--- src/common/ttt_defines.svh ---
`ifndef TTT_DEFINES_SVH
`define TTT_DEFINES_SVH

// engine size
`define TTT_NUM_PROCESSORS 10
`define TTT_NUM_CONNECTIONS 50

// widths, the id width also holds the sentinel source id
`define TTT_PROC_ID_BITS 4
`define TTT_CONN_ID_BITS 6
`define TTT_NEW_TOKENS_BITS 4
`define TTT_TOKENS_BITS 8
`define TTT_PROG_BITS 8

// every threshold comes out of reset at this value
`define TTT_DEFAULT_THRESHOLD 1

// instruction word: upper two bits select the target, low bits the command
`define TTT_INSTR_NET 2'b11
`define TTT_INSTR_PROC 2'b10
`define TTT_EXEC_READ_INPUT 3'b001
`define TTT_EXEC_ADVANCE 3'b010

`endif

--- src/common/ttt_pkg.sv ---
`include "ttt_defines.svh"

package ttt_pkg;

    // round stages, visible on the stage port
    typedef enum logic [2:0] {
        STAGE_INPUT  = 3'd0,
        STAGE_UPDATE = 3'd1,
        STAGE_SCAN   = 3'd2,
        STAGE_FANOUT = 3'd3
    } stage_e;

    // processor array operations
    typedef enum logic [2:0] {
        PROC_NOP          = 3'b000,
        PROC_SET_GOOD_THR = 3'b001,
        PROC_SET_BAD_THR  = 3'b010,
        PROC_ADD          = 3'b100,
        PROC_UPDATE       = 3'b101
    } proc_op_e;

    // network operations
    typedef enum logic [2:0] {
        NET_NOP         = 3'b000,
        NET_SET_FIRST   = 3'b001,
        NET_SET_TARGET  = 3'b010,
        NET_SET_WEIGHTS = 3'b011,
        NET_START       = 3'b110,
        NET_STEP        = 3'b111
    } net_op_e;

    // signed good and bad amounts, good in the upper half
    typedef struct packed {
        logic signed [`TTT_NEW_TOKENS_BITS-1:0] good;
        logic signed [`TTT_NEW_TOKENS_BITS-1:0] bad;
    } token_pair_t;

    // programming data, either a weight pair or a plain value
    typedef union packed {
        token_pair_t                  weights;
        logic [`TTT_PROG_BITS-1:0]    value;
    } prog_word_u;

endpackage

--- src/common/ttt_net_if.sv ---
`timescale 1ns/10ps
`include "ttt_defines.svh"

interface ttt_net_if import ttt_pkg::*; ();

    // request side, from the sequencer
    net_op_e                         op;
    logic [`TTT_PROC_ID_BITS-1:0]    source_id;
    logic [`TTT_CONN_ID_BITS-1:0]    connection_id;
    prog_word_u                      prog;

    // walker results, from the network
    logic [`TTT_PROC_ID_BITS-1:0]    target_id;
    token_pair_t                     weights;
    logic                            valid;
    logic                            done;

    modport master (
        output op, source_id, connection_id, prog,
        input  target_id, weights, valid, done
    );

    modport slave (
        input  op, source_id, connection_id, prog,
        output target_id, weights, valid, done
    );

endinterface

--- src/common/ttt_proc_if.sv ---
`timescale 1ns/10ps
`include "ttt_defines.svh"

interface ttt_proc_if import ttt_pkg::*; ();

    // command side, from the sequencer
    proc_op_e                        op;
    logic [`TTT_PROC_ID_BITS-1:0]    processor_id;
    token_pair_t                     tokens;
    prog_word_u                      prog;

    // update result, one cycle after PROC_UPDATE
    // bit 1 is start, bit 0 is stop
    logic [1:0]                      startstop;

    modport master (
        output op, processor_id, tokens, prog,
        input  startstop
    );

    modport slave (
        input  op, processor_id, tokens, prog,
        output startstop
    );

endinterface

--- src/logic/ttt_main.sv ---
`timescale 1ns/10ps
`include "ttt_defines.svh"

module ttt_main (
    input  logic                                reset,
    input  logic                                clock_fast,
    output logic [2:0]                          stage,
    input  logic [`TTT_PROC_ID_BITS-1:0]        processor_id_in,
    output logic [`TTT_PROC_ID_BITS-1:0]        processor_id_out,
    input  logic [`TTT_NEW_TOKENS_BITS-1:0]     good_tokens_in,
    input  logic [`TTT_NEW_TOKENS_BITS-1:0]     bad_tokens_in,
    output logic [1:0]                          token_startstop,
    output logic                                output_valid,
    input  logic [4:0]                          instruction,
    input  logic [`TTT_CONN_ID_BITS-1:0]        connection_id_in,
    input  logic [`TTT_PROG_BITS-1:0]           prog_data
);
    // sequencer to network, sequencer to processors
    ttt_net_if  net_bus ();
    ttt_proc_if proc_bus ();

    ttt_sequencer seq (
        .clock_fast       (clock_fast),
        .reset            (reset),
        .instruction      (instruction),
        .processor_id_in  (processor_id_in),
        .connection_id_in (connection_id_in),
        .prog_data        (prog_data),
        .good_tokens_in   (good_tokens_in),
        .bad_tokens_in    (bad_tokens_in),
        .stage            (stage),
        .processor_id_out (processor_id_out),
        .token_startstop  (token_startstop),
        .output_valid     (output_valid),
        .net              (net_bus.master),
        .proc             (proc_bus.master)
    );

    ttt_network net (
        .clock_fast (clock_fast),
        .reset      (reset),
        .bus        (net_bus.slave)
    );

    ttt_processor_array procs (
        .clock_fast (clock_fast),
        .reset      (reset),
        .bus        (proc_bus.slave)
    );

endmodule

--- src/network/ttt_network.sv ---
`timescale 1ns/10ps
`include "ttt_defines.svh"

module ttt_network import ttt_pkg::*; (
    input  logic        clock_fast,
    input  logic        reset,
    ttt_net_if.slave    bus
);
    localparam int NUM_PROC = `TTT_NUM_PROCESSORS;
    localparam int NUM_CONN = `TTT_NUM_CONNECTIONS;
    localparam int ID_BITS = `TTT_PROC_ID_BITS;
    localparam int CONN_BITS = `TTT_CONN_ID_BITS;

    // first connection of each source, the extra entry closes the last range
    logic [CONN_BITS-1:0] first_conn [NUM_PROC+1];
    // connection memory
    logic [ID_BITS-1:0] target_mem [NUM_CONN];
    token_pair_t weight_mem [NUM_CONN];

    // walker position and end of range, exclusive
    logic [CONN_BITS-1:0] walk_idx;
    logic [CONN_BITS-1:0] walk_end;
    logic more_entries;

    assign more_entries = (walk_idx != walk_end);

    always_ff @(posedge clock_fast) begin
        if (reset) begin
            walk_idx <= '0;
            walk_end <= '0;
            bus.valid <= 1'b0;
            bus.done <= 1'b0;
            for (int i = 0; i <= NUM_PROC; i++) begin
                first_conn[i] <= '0;
            end
        end else begin
            bus.valid <= 1'b0;
            bus.done <= 1'b0;
            case (bus.op)
                NET_SET_FIRST: begin
                    if (bus.source_id <= ID_BITS'(NUM_PROC)) begin
                        first_conn[bus.source_id] <= bus.prog.value[CONN_BITS-1:0];
                    end
                end
                NET_START: begin
                    walk_idx <= first_conn[bus.source_id];
                    walk_end <= first_conn[bus.source_id + 1'b1];
                    // empty range finishes at once
                    bus.done <= (first_conn[bus.source_id] == first_conn[bus.source_id + 1'b1]);
                end
                NET_STEP: begin
                    if (more_entries) begin
                        bus.valid <= 1'b1;
                        walk_idx <= walk_idx + 1'b1;
                    end else begin
                        bus.done <= 1'b1;
                    end
                end
                default: begin
                end
            endcase
        end
    end

    // memory writes and entry readout
    always_ff @(posedge clock_fast) begin
        if (bus.op == NET_SET_TARGET && bus.connection_id < CONN_BITS'(NUM_CONN)) begin
            target_mem[bus.connection_id] <= bus.prog.value[ID_BITS-1:0];
        end
        if (bus.op == NET_SET_WEIGHTS && bus.connection_id < CONN_BITS'(NUM_CONN)) begin
            weight_mem[bus.connection_id] <= bus.prog.weights;
        end
        if (bus.op == NET_STEP && more_entries) begin
            bus.target_id <= target_mem[walk_idx];
            bus.weights <= weight_mem[walk_idx];
        end
    end

endmodule

--- src/processor/ttt_processor_array.sv ---
`timescale 1ns/10ps
`include "ttt_defines.svh"

module ttt_processor_array import ttt_pkg::*; (
    input  logic        clock_fast,
    input  logic        reset,
    ttt_proc_if.slave   bus
);
    localparam int NUM_PROC = `TTT_NUM_PROCESSORS;
    localparam int TOK_BITS = `TTT_TOKENS_BITS;
    localparam int NEW_BITS = `TTT_NEW_TOKENS_BITS;
    localparam logic signed [TOK_BITS:0] CNT_MAX = (2 ** (TOK_BITS - 1)) - 1;
    localparam logic signed [TOK_BITS:0] CNT_MIN = -(2 ** (TOK_BITS - 1));

    logic signed [TOK_BITS-1:0] good_cnt [NUM_PROC];
    logic signed [TOK_BITS-1:0] bad_cnt [NUM_PROC];
    logic signed [TOK_BITS-1:0] good_thr [NUM_PROC];
    logic signed [TOK_BITS-1:0] bad_thr [NUM_PROC];
    // activity seen at the last update
    logic [NUM_PROC-1:0] active_q;
    logic id_ok;
    logic sel_active;

    // counter plus signed amount, clamped to the counter range
    function automatic logic signed [TOK_BITS-1:0] sat_add(
        input logic signed [TOK_BITS-1:0] cnt,
        input logic signed [NEW_BITS-1:0] amount
    );
        logic signed [TOK_BITS:0] sum;
        sum = cnt + amount;
        if (sum > CNT_MAX) return CNT_MAX[TOK_BITS-1:0];
        if (sum < CNT_MIN) return CNT_MIN[TOK_BITS-1:0];
        return sum[TOK_BITS-1:0];
    endfunction

    assign id_ok = (bus.processor_id < `TTT_PROC_ID_BITS'(NUM_PROC));
    // active once good tokens reach the threshold while bad ones stay below theirs
    assign sel_active = (good_cnt[bus.processor_id] >= good_thr[bus.processor_id])
                     && (bad_cnt[bus.processor_id] < bad_thr[bus.processor_id]);

    always_ff @(posedge clock_fast) begin
        if (reset) begin
            for (int i = 0; i < NUM_PROC; i++) begin
                good_cnt[i] <= '0;
                bad_cnt[i] <= '0;
                good_thr[i] <= TOK_BITS'(`TTT_DEFAULT_THRESHOLD);
                bad_thr[i] <= TOK_BITS'(`TTT_DEFAULT_THRESHOLD);
            end
            active_q <= '0;
            bus.startstop <= 2'b00;
        end else begin
            bus.startstop <= 2'b00;
            if (id_ok) begin
                case (bus.op)
                    PROC_SET_GOOD_THR: good_thr[bus.processor_id] <= $signed(bus.prog.value);
                    PROC_SET_BAD_THR:  bad_thr[bus.processor_id] <= $signed(bus.prog.value);
                    PROC_ADD: begin
                        good_cnt[bus.processor_id] <= sat_add(good_cnt[bus.processor_id],
                                                              bus.tokens.good);
                        bad_cnt[bus.processor_id] <= sat_add(bad_cnt[bus.processor_id],
                                                             bus.tokens.bad);
                    end
                    PROC_UPDATE: begin
                        // start on a rising edge of activity, stop on a falling one
                        bus.startstop <= {sel_active & ~active_q[bus.processor_id],
                                          ~sel_active & active_q[bus.processor_id]};
                        active_q[bus.processor_id] <= sel_active;
                    end
                    default: begin
                    end
                endcase
            end
        end
    end

endmodule

--- src/sequencer/ttt_sequencer.sv ---
`timescale 1ns/10ps
`include "ttt_defines.svh"

module ttt_sequencer import ttt_pkg::*; (
    input  logic                                clock_fast,
    input  logic                                reset,
    input  logic [4:0]                          instruction,
    input  logic [`TTT_PROC_ID_BITS-1:0]        processor_id_in,
    input  logic [`TTT_CONN_ID_BITS-1:0]        connection_id_in,
    input  logic [`TTT_PROG_BITS-1:0]           prog_data,
    input  logic [`TTT_NEW_TOKENS_BITS-1:0]     good_tokens_in,
    input  logic [`TTT_NEW_TOKENS_BITS-1:0]     bad_tokens_in,
    output stage_e                              stage,
    output logic [`TTT_PROC_ID_BITS-1:0]        processor_id_out,
    output logic [1:0]                          token_startstop,
    output logic                                output_valid,
    ttt_net_if.master                           net,
    ttt_proc_if.master                          proc
);
    localparam int NUM_PROC = `TTT_NUM_PROCESSORS;
    localparam int ID_BITS = `TTT_PROC_ID_BITS;
    // one past the last processor, ends the scan
    localparam logic [ID_BITS-1:0] NUM_ID = ID_BITS'(NUM_PROC);
    // last update slot, only drains the pipeline
    localparam logic [ID_BITS-1:0] DRAIN_ID = ID_BITS'(NUM_PROC + 1);

    // scan index and the one before it
    logic [ID_BITS-1:0] scan_idx;
    logic [ID_BITS-1:0] prev_idx;
    // tokens emitted in the last update stage
    logic [NUM_PROC-1:0] start_buf;
    logic [NUM_PROC-1:0] stop_buf;

    always_ff @(posedge clock_fast) begin
        if (reset) begin
            stage <= STAGE_INPUT;
            scan_idx <= '0;
            prev_idx <= '0;
            output_valid <= 1'b0;
            token_startstop <= 2'b00;
            processor_id_out <= '0;
            net.op <= NET_NOP;
            proc.op <= PROC_NOP;
        end else begin
            // commands and host outputs last a single cycle
            net.op <= NET_NOP;
            proc.op <= PROC_NOP;
            output_valid <= 1'b0;
            token_startstop <= 2'b00;
            case (stage)
                STAGE_INPUT: begin
                    // host instructions only count while waiting for input
                    case (instruction[4:3])
                        `TTT_INSTR_NET: begin
                            net.op <= net_op_e'(instruction[2:0]);
                            net.source_id <= processor_id_in;
                            net.connection_id <= connection_id_in;
                            net.prog <= prog_data;
                        end
                        `TTT_INSTR_PROC: begin
                            proc.op <= proc_op_e'(instruction[2:0]);
                            proc.processor_id <= processor_id_in;
                            proc.prog <= prog_data;
                            // a programmed add takes its pair from the data word
                            proc.tokens <= prog_data;
                        end
                        default: begin
                            if (instruction[2:0] == `TTT_EXEC_READ_INPUT) begin
                                proc.op <= PROC_ADD;
                                proc.processor_id <= processor_id_in;
                                proc.tokens <= {good_tokens_in, bad_tokens_in};
                            end else if (instruction[2:0] == `TTT_EXEC_ADVANCE) begin
                                // first update goes out together with the stage change
                                stage <= STAGE_UPDATE;
                                proc.op <= PROC_UPDATE;
                                proc.processor_id <= '0;
                                scan_idx <= '0;
                                prev_idx <= '0;
                            end
                        end
                    endcase
                end
                STAGE_UPDATE: begin
                    // result of the previous id shows up one cycle late
                    if ((scan_idx != '0) && (prev_idx < NUM_ID)) begin
                        start_buf[prev_idx] <= proc.startstop[1];
                        stop_buf[prev_idx] <= proc.startstop[0];
                    end
                    if (scan_idx == DRAIN_ID) begin
                        stage <= STAGE_SCAN;
                        scan_idx <= '0;
                    end else begin
                        // no new updates once the last id has been issued
                        if (scan_idx + 1'b1 < NUM_ID) begin
                            proc.op <= PROC_UPDATE;
                            proc.processor_id <= scan_idx + 1'b1;
                        end
                        prev_idx <= scan_idx;
                        scan_idx <= scan_idx + 1'b1;
                    end
                end
                STAGE_SCAN: begin
                    if (output_valid) begin
                        // report is out, now walk the outgoing connections
                        net.op <= NET_START;
                        net.source_id <= prev_idx;
                        stage <= STAGE_FANOUT;
                    end else if (scan_idx == NUM_ID) begin
                        // round complete
                        stage <= STAGE_INPUT;
                    end else begin
                        if (start_buf[scan_idx] ^ stop_buf[scan_idx]) begin
                            // report to the host while still in the scan
                            output_valid <= 1'b1;
                            processor_id_out <= scan_idx;
                            token_startstop <= {start_buf[scan_idx], stop_buf[scan_idx]};
                        end
                        prev_idx <= scan_idx;
                        scan_idx <= scan_idx + 1'b1;
                    end
                end
                STAGE_FANOUT: begin
                    if (net.done) begin
                        stage <= STAGE_SCAN;
                    end else begin
                        net.op <= NET_STEP;
                    end
                    if (net.valid) begin
                        proc.op <= PROC_ADD;
                        proc.processor_id <= net.target_id;
                        // a stop token takes back what the start gave
                        if (stop_buf[prev_idx]) begin
                            proc.tokens.good <= -net.weights.good;
                            proc.tokens.bad <= -net.weights.bad;
                        end else begin
                            proc.tokens <= net.weights;
                        end
                    end
                end
                default: begin
                    stage <= STAGE_INPUT;
                end
            endcase
        end
    end

endmodule

--- config.mk ---
export PLATFORM = sky130hd
export DESIGN_NAME = ttt_main
export DESIGN_NICKNAME = d
export VERILOG_FILES = /design/src/common/ttt_pkg.sv /design/src/common/ttt_net_if.sv /design/src/common/ttt_proc_if.sv /design/src/logic/ttt_main.sv /design/src/network/ttt_network.sv /design/src/processor/ttt_processor_array.sv /design/src/sequencer/ttt_sequencer.sv
export VERILOG_INCLUDE_DIRS = /design/src /design/src/common
export SDC_FILE = /design/constraint.sdc
export NUM_CORES = 2
export LEC_CHECK = 0
export ABC_AREA = 0
export ABC_CLOCK_PERIOD_IN_PS = 4200
export BUFFER_PORTS_ARGS = -buffer_cell sky130_fd_sc_hd__buf_2
export CAP_MARGIN = 40
export CORE_ASPECT_RATIO = 0.75
export CORE_MARGIN = 2
export CORE_UTILIZATION = 57
export CTS_CLUSTER_SIZE = 24
export DETAILED_ROUTE_END_ITERATION = 8
export HOLD_SLACK_MARGIN = 0.05
export PLACE_DENSITY = 0.76
export SLEW_MARGIN = 20
export SYNTH_ARGS = -nofsm -noshare
export SYNTH_HDL_FRONTEND = slang
export SYNTH_HIERARCHICAL = 1
export SYNTH_SLANG_ARGS = --single-unit
--- constraint.sdc ---
create_clock -name clock_fast -period 4.2 [get_ports clock_fast]
set_clock_uncertainty 0.05 [all_clocks]
set_input_delay 0.84 -clock clock_fast [delete_from_list [all_inputs] [get_ports clock_fast]]
set_output_delay 0.84 -clock clock_fast [all_outputs]
set_load 0.01 [all_outputs]
Yosys cells after proc, flatten, opt, wreduce, memory -nomap -nowiden
Memories as Yosys holds them, arrays and structs flattened. A register that Yosys moved wholly into a read port is not among the register bits.
Index checks and enable logic that the tools add are counted.

cells by class
  $add $sub $neg = 7
  $lt $le $gt $ge = 16
  equal/unequal tests = 37
  muxes and demuxes = 139
  bitwise logic cells = 13
  reduce and logical (&&, ||, !) cells = 36

operators by type and width
  operator              number
  $mux W8               21
  $mux W4               25
  $mux W1               54
  $mux W3               15
  $pmux W4 S3           3
  $pmux W8 S2           2
  $reduce_or A8 Y1      4
  $bwmux W10            3
  $add A8 B4 Y9         2
  $eq A3 B2 Y1 const B  6
  $gt A9 B8 Y1 const B  2
  $lt A9 B8 Y1 const B  2
  $pmux W3 S3           2
  $bmux W1 S4           4
  $pmux W4 S2           2
  $lt A4 B5 Y1 const B  3
  $ne A2 B1 Y1 const B  7
  $ne A2 B2 Y1 const B  7
  $reduce_and A7 Y1     2
  $eq A3 B1 Y1 const B  4
  $eq A3 B3 Y1 const B  4
  $lt A4 B4 Y1 const B  3
  $mux W6               2
  $pmux W3 S4           1
  other kinds (37)      68

storage, ports and cells
  register bits after elaboration = 108
  bits in writable memories = 986
  logic and storage cells = 278
  memories kept = 7

memory list
  memory           depth  bits a word  rd ports  clocked after memory_dff  wr ports  line                       text
  net.weight_mem   50     8            1         1                         1         ttt_network.sv:18          token_pair_t weight_mem [NUM_CONN];
  net.target_mem   50     4            1         1                         1         ttt_network.sv:17          logic [ID_BITS-1:0] target_mem [NUM_CONN];
  procs.bad_cnt    10     8            1         1                         10        ttt_processor_array.sv:16  logic signed [TOK_BITS-1:0] bad_cnt [NUM_PROC];
  procs.bad_thr    10     8            1         1                         10        ttt_processor_array.sv:18  logic signed [TOK_BITS-1:0] bad_thr [NUM_PROC];
  procs.good_cnt   10     8            1         1                         10        ttt_processor_array.sv:15  logic signed [TOK_BITS-1:0] good_cnt [NUM_PROC];
  procs.good_thr   10     8            1         1                         10        ttt_processor_array.sv:17  logic signed [TOK_BITS-1:0] good_thr [NUM_PROC];
  1 more memories  n/a    n/a          n/a       n/a                       n/a       n/a

Logic depth before layout (Yosys ltp)
  depth after elaboration = 16
  gate-level depth with buffers = 15
  gate-level depth less buffers = 12

By module
Netlist, hierarchy kept.

by module, submodules not included
  module               times used  cells an instance  area an instance (sq um)  seq. area each (sq um)
  ttt_network          1           1,439              29,358.2                  21,480.6
  ttt_processor_array  1           1,467              23,339.9                  15,615.0
  ttt_sequencer        1           325                3,791.1                   2,202.1

Worst setup path before layout
Ideal clock, no wire load.

  path type = register -> register
  start point = register seq.proc.processor_id[0]
  end point = memory procs/bad_cnt[10][6] (netlist bit) (data pin)
  setup time = 0.301 ns
  data arrival time = 3.982 ns
  path slack = -0.133 ns
  cell stages (with the launch flop) = 13
  path buffers = 3
  clock period less this slack = 4.333 ns
  cell sequence = edfxtp_1 -> clkbuf_1 -> clkbuf_1 -> buf_2 -> mux4_2 -> mux4_2 -> fa_1 -> a211oi_1 -> o21bai_1 -> a21o_1 -> or2_2 -> a21oi_1 -> nor2_1

RTL lines
  what                    line                       text
  from (decl)             ttt_proc_if.sv:17          output op, processor_id, tokens, prog,
  from (signal assigned)  ttt_sequencer.sv:62        proc.processor_id <= processor_id_in;
  from (signal assigned)  ttt_sequencer.sv:70        proc.processor_id <= processor_id_in;
  from (signal assigned)  ttt_sequencer.sv:96        proc.processor_id <= scan_idx + 1'b1;
  to (decl)               ttt_processor_array.sv:16

==> results_dict.tcl <==
set metrics [dict create \
    grt.overflow.total 0 \
    regToRegSetupSlack_ns -0.04 \
    synth.top_cell.area_share_pct 67.6 \
    crit_chain "buf_12 -> clkbuf_16 -> buf_6 -> mux4_2 -> mux4_2 -> ha_4 -> a211o_1 -> a21o_1 -> o311a_1 -> a21o_1 -> a221oi_4 -> buf_2 -> nor2_1" \
    synth-seq-cells 1327 \
    p_int_mw 25.5 \
    clockPowerShare_pct 32.6 \
    reg2reg_depth 13 \
    power_frac_comb_pct 24.5 \
    dpl.hpwl_um 86400 \
    nets 3727 \
    diodes 0 \
    cpPeakStageDelay_ns 0.60 \
    clock_latency_ns 0.70 \
    hold_depth 1 \
    synth_top_area_cell "edfxtp_1" \
    cts.clk_slew.worst_paths_ns 0.07 \
    ios 43 \
    rsz0062_at_grt "true" \
    area_growth_pct 15.3 \
    p_per_area_nw_per_um2 545 \
    total_power_mw 35.5 \
    peakVddDrop_v 0.000404 \
    synth_common_cells "1272 x edfxtp_1, 460 x nor2_1, 398 x mux4_2" \
    die_x_um 368 \
    grt_pass1_vias 31600 \
    ys_top_cells_by_area "edfxtp_1 68%, mux4_2 16%, nor2_1 3.1%" \
    wl_per_cell_um 26.6 \
    ant_nets 0 \
    worst_pin_slew_ns 0.872 \
    start_kind "register" \
    synth.cell_area_sq_um 56500 \
    seq_area_sq_um 39300 \
    grt_max_degree 94 \
    period_share_pct 101 \
    fp-row-count 99 \
    min_to "seq/net.connection_id[0]" \
    setup_violations 11 \
    synth_edf_count 1272 \
    whs_ns 0.260 \
    p_switching_mw 10.0 \
    hp-start "connection_id_in[0]" \
    drt-vias-per-instance 6.32 \
    slowest_stage "mux4_2" \
    port_buffers 41 \
    required_ns 4.59 \
    cts_root_buf "clkbuf_16" \
    clock-sinks 1327 \
    seq_area_frac_synth_pct 69.6 \
    synthMostInstantiatedCell "edfxtp_1" \
    synthArstFlopShare_pct 0 \
    path_class "reg2reg" \
    hold_path.class "in2reg" \
    postSynthCellCount 3231 \
    crit_family "compound AO/OA/AOI/OAI gates" \
    design.core.area_sq_um 97700 \
    path_buf_inv 4 \
    sw_frac_of_total_pct 28.2 \
    cts_buffers 120 \
    drive_above_1_share_pct 25.6 \
    synth_area_per_cell_sq_um 17.5 \
    fmax_mhz 236 \
    start_util_pct 57.8 \
    max-clock-path-buffers 3 \
    dieArea_sq_um 102000 \
    p_leak_nw 22.1 \
    ys.flop_type "edfxtp_1" \
    setup_tns_ns -0.241 \
    layout_setup_ws_ns -0.0376 \
    drt_first_iter_violations 4417 \
    maxCapViolCount 0 \
    crit_arrival_ns 4.62 \
    h-tree-depth 3 \
    finalCriticalPeriod_ns 4.24 \
    fillers 6284 \
    totalWireLength_um 135000 \
    pwr-share-seq_pct 42.9 \
    regToRegStartpoint "seq/proc.processor_id[0]" \
    die-height_um 277 \
    grt_antenna_before_repair 3 \
    cts_tree "built" \
    hold_viol 0 \
    yosysUniqueCellTypes 87 \
    grt_pass1_wl_um 200000 \
    end_kind "register" \
    slew_headroom_pct 41.6 \
    vias 32000 \
    multi_input_area_sq_um 17200 \
    crit_fanout 6 \
    drc 0 \
    slew_violations 0 \
    utilization_pct 66.6 \
    outcome "finished with violations" \
    ys_warn_count 6 \
    reg2reg_to "procs/good_cnt[7][6]" \
    drt_pass1_iterations 6 \
    failed_checks "negative setup slack" \
    grt_use_total_pct 26.4 \
    gp_congestion 0.895 \
]
==> state kept, by name, indices dropped and copies added (netlist names), 96 cells and up <==
| name | count |
|---|---|
| net/first_conn | 96 |
| procs/bad_thr | 128 |
| procs/good_thr | 128 |
| procs/good_cnt | 128 |
| procs/bad_cnt | 128 |
| net/target_mem | 200 |
| net/weight_mem | 400 |
==> through the flow <==
stage	setup WS [ns]	area, sq um	std cells
floorplan	0.0119	57300	3445
global placement	0.0171	59900	4785
detailed placement	0.0426	60100	4800
CTS	0.00931	64400	5027
global route	-0.0762	65100	5066
finish	-0.0376	65100	5066
==> worst max path at each step <==
| stage | endpoint | from | slack, ns | cells after the start |
|---|---|---|---|---|
| floorplan | procs/good_cnt[10][4] | seq/proc.processor_id[0] | 0.01 | 12 |
| global placement | procs/bus.startstop[0] | seq/proc.processor_id[0] | 0.02 | 12 |
| detailed placement | procs/good_cnt[15][3] | seq/proc.processor_id[0] | 0.04 | 12 |
| CTS | procs/bad_cnt[8][5] | seq/proc.processor_id[0] | 0.009 | 11 |
| global route | procs/good_cnt[0][6] | seq/proc.processor_id[0] | -0.08 | 13 |
| finish | procs/good_cnt[7][6] | seq/proc.processor_id[0] | -0.04 | 13 |
==> final cells by class <==
class                      count  share of cell area (%)
inverter                      73                   0.421
sequential                  1327                    60.4
clock buffer                 148                    5.03
timing repair buffer         271                    3.72
clock inverter                79                    1.48
multi-input combinational   1855                    26.5
tap                         1313                    2.52
==> cell usage in the layout (no fill, tap or decap), types with 21 or more instances in the layout <==
cell type	netlist	layout
clkbuf_16	0	127
nor2_1	460	451
ha_1	44	36
buf_2	38	46
mux4_2	398	398
clkinv_2	0	21
nor3_1	23	23
buf_12	0	27
a21oi_1	67	64
nor2b_1	36	36
nand2_1	136	133
mux2_2	22	22
mux2i_1	35	35
and3_1	34	34
nand2b_1	28	28
dfxtp_1	55	51
nand3_1	38	38
conb_1	3	217
buf_4	5	177
a211oi_1	27	22
o21ai_0	43	40
edfxtp_1	1272	1272
inv_1	73	73
==> power groups by stage <==
stage | clock (mW) | combinational, mW | sequential (mW)
2_1_floorplan | 0 | 4.75 | 15.4
3_3_place_gp | 0 | 7.31 | 15.5
3_5_place_dp | 0 | 7.47 | 15.5
4_1_cts | 11.7 | 7.55 | 15.2
5_1_grt | 12.2 | 9.21 | 15.2
6_report | 11.6 | 8.70 | 15.2
==> routing by layer <==
metal	wire length, um	track usage [%]	part of all wire (%)
met5	28	0	0.021
met4	3020	6.40	2.2
met3	16900	7.26	13
met1	54900	40.5	41
met2	59700	38.0	44
==> logic make-up (layout without fill, tap and decap cells) <==
| family | Yosys count | after routing | synth area share (%) |
|---|---|---|---|
| flops | 1327 | 1327 | 69.6 |
| simple gates | 838 | 838 | 6.64 |
| mux | 455 | 455 | 16.9 |
| compound gates | 268 | 268 | 3.29 |
| buf+inv | 263 | 571 | 2.02 |
| fa+ha+maj | 48 | 48 | 1.08 |
| xor+xnor | 29 | 29 | 0.450 |
| other cells | 3 | 217 | 0.0199 |
==> what timing repair did <==
action                                  CTS  global route
hold buffers                              0             0
cloned                                    0             4
setup buffers                             0            19
endpoints found under the setup margin   18           252
gates resized for setup                   3            74
pin swaps                                 1            19
Power figures use the tool's default switching activity.
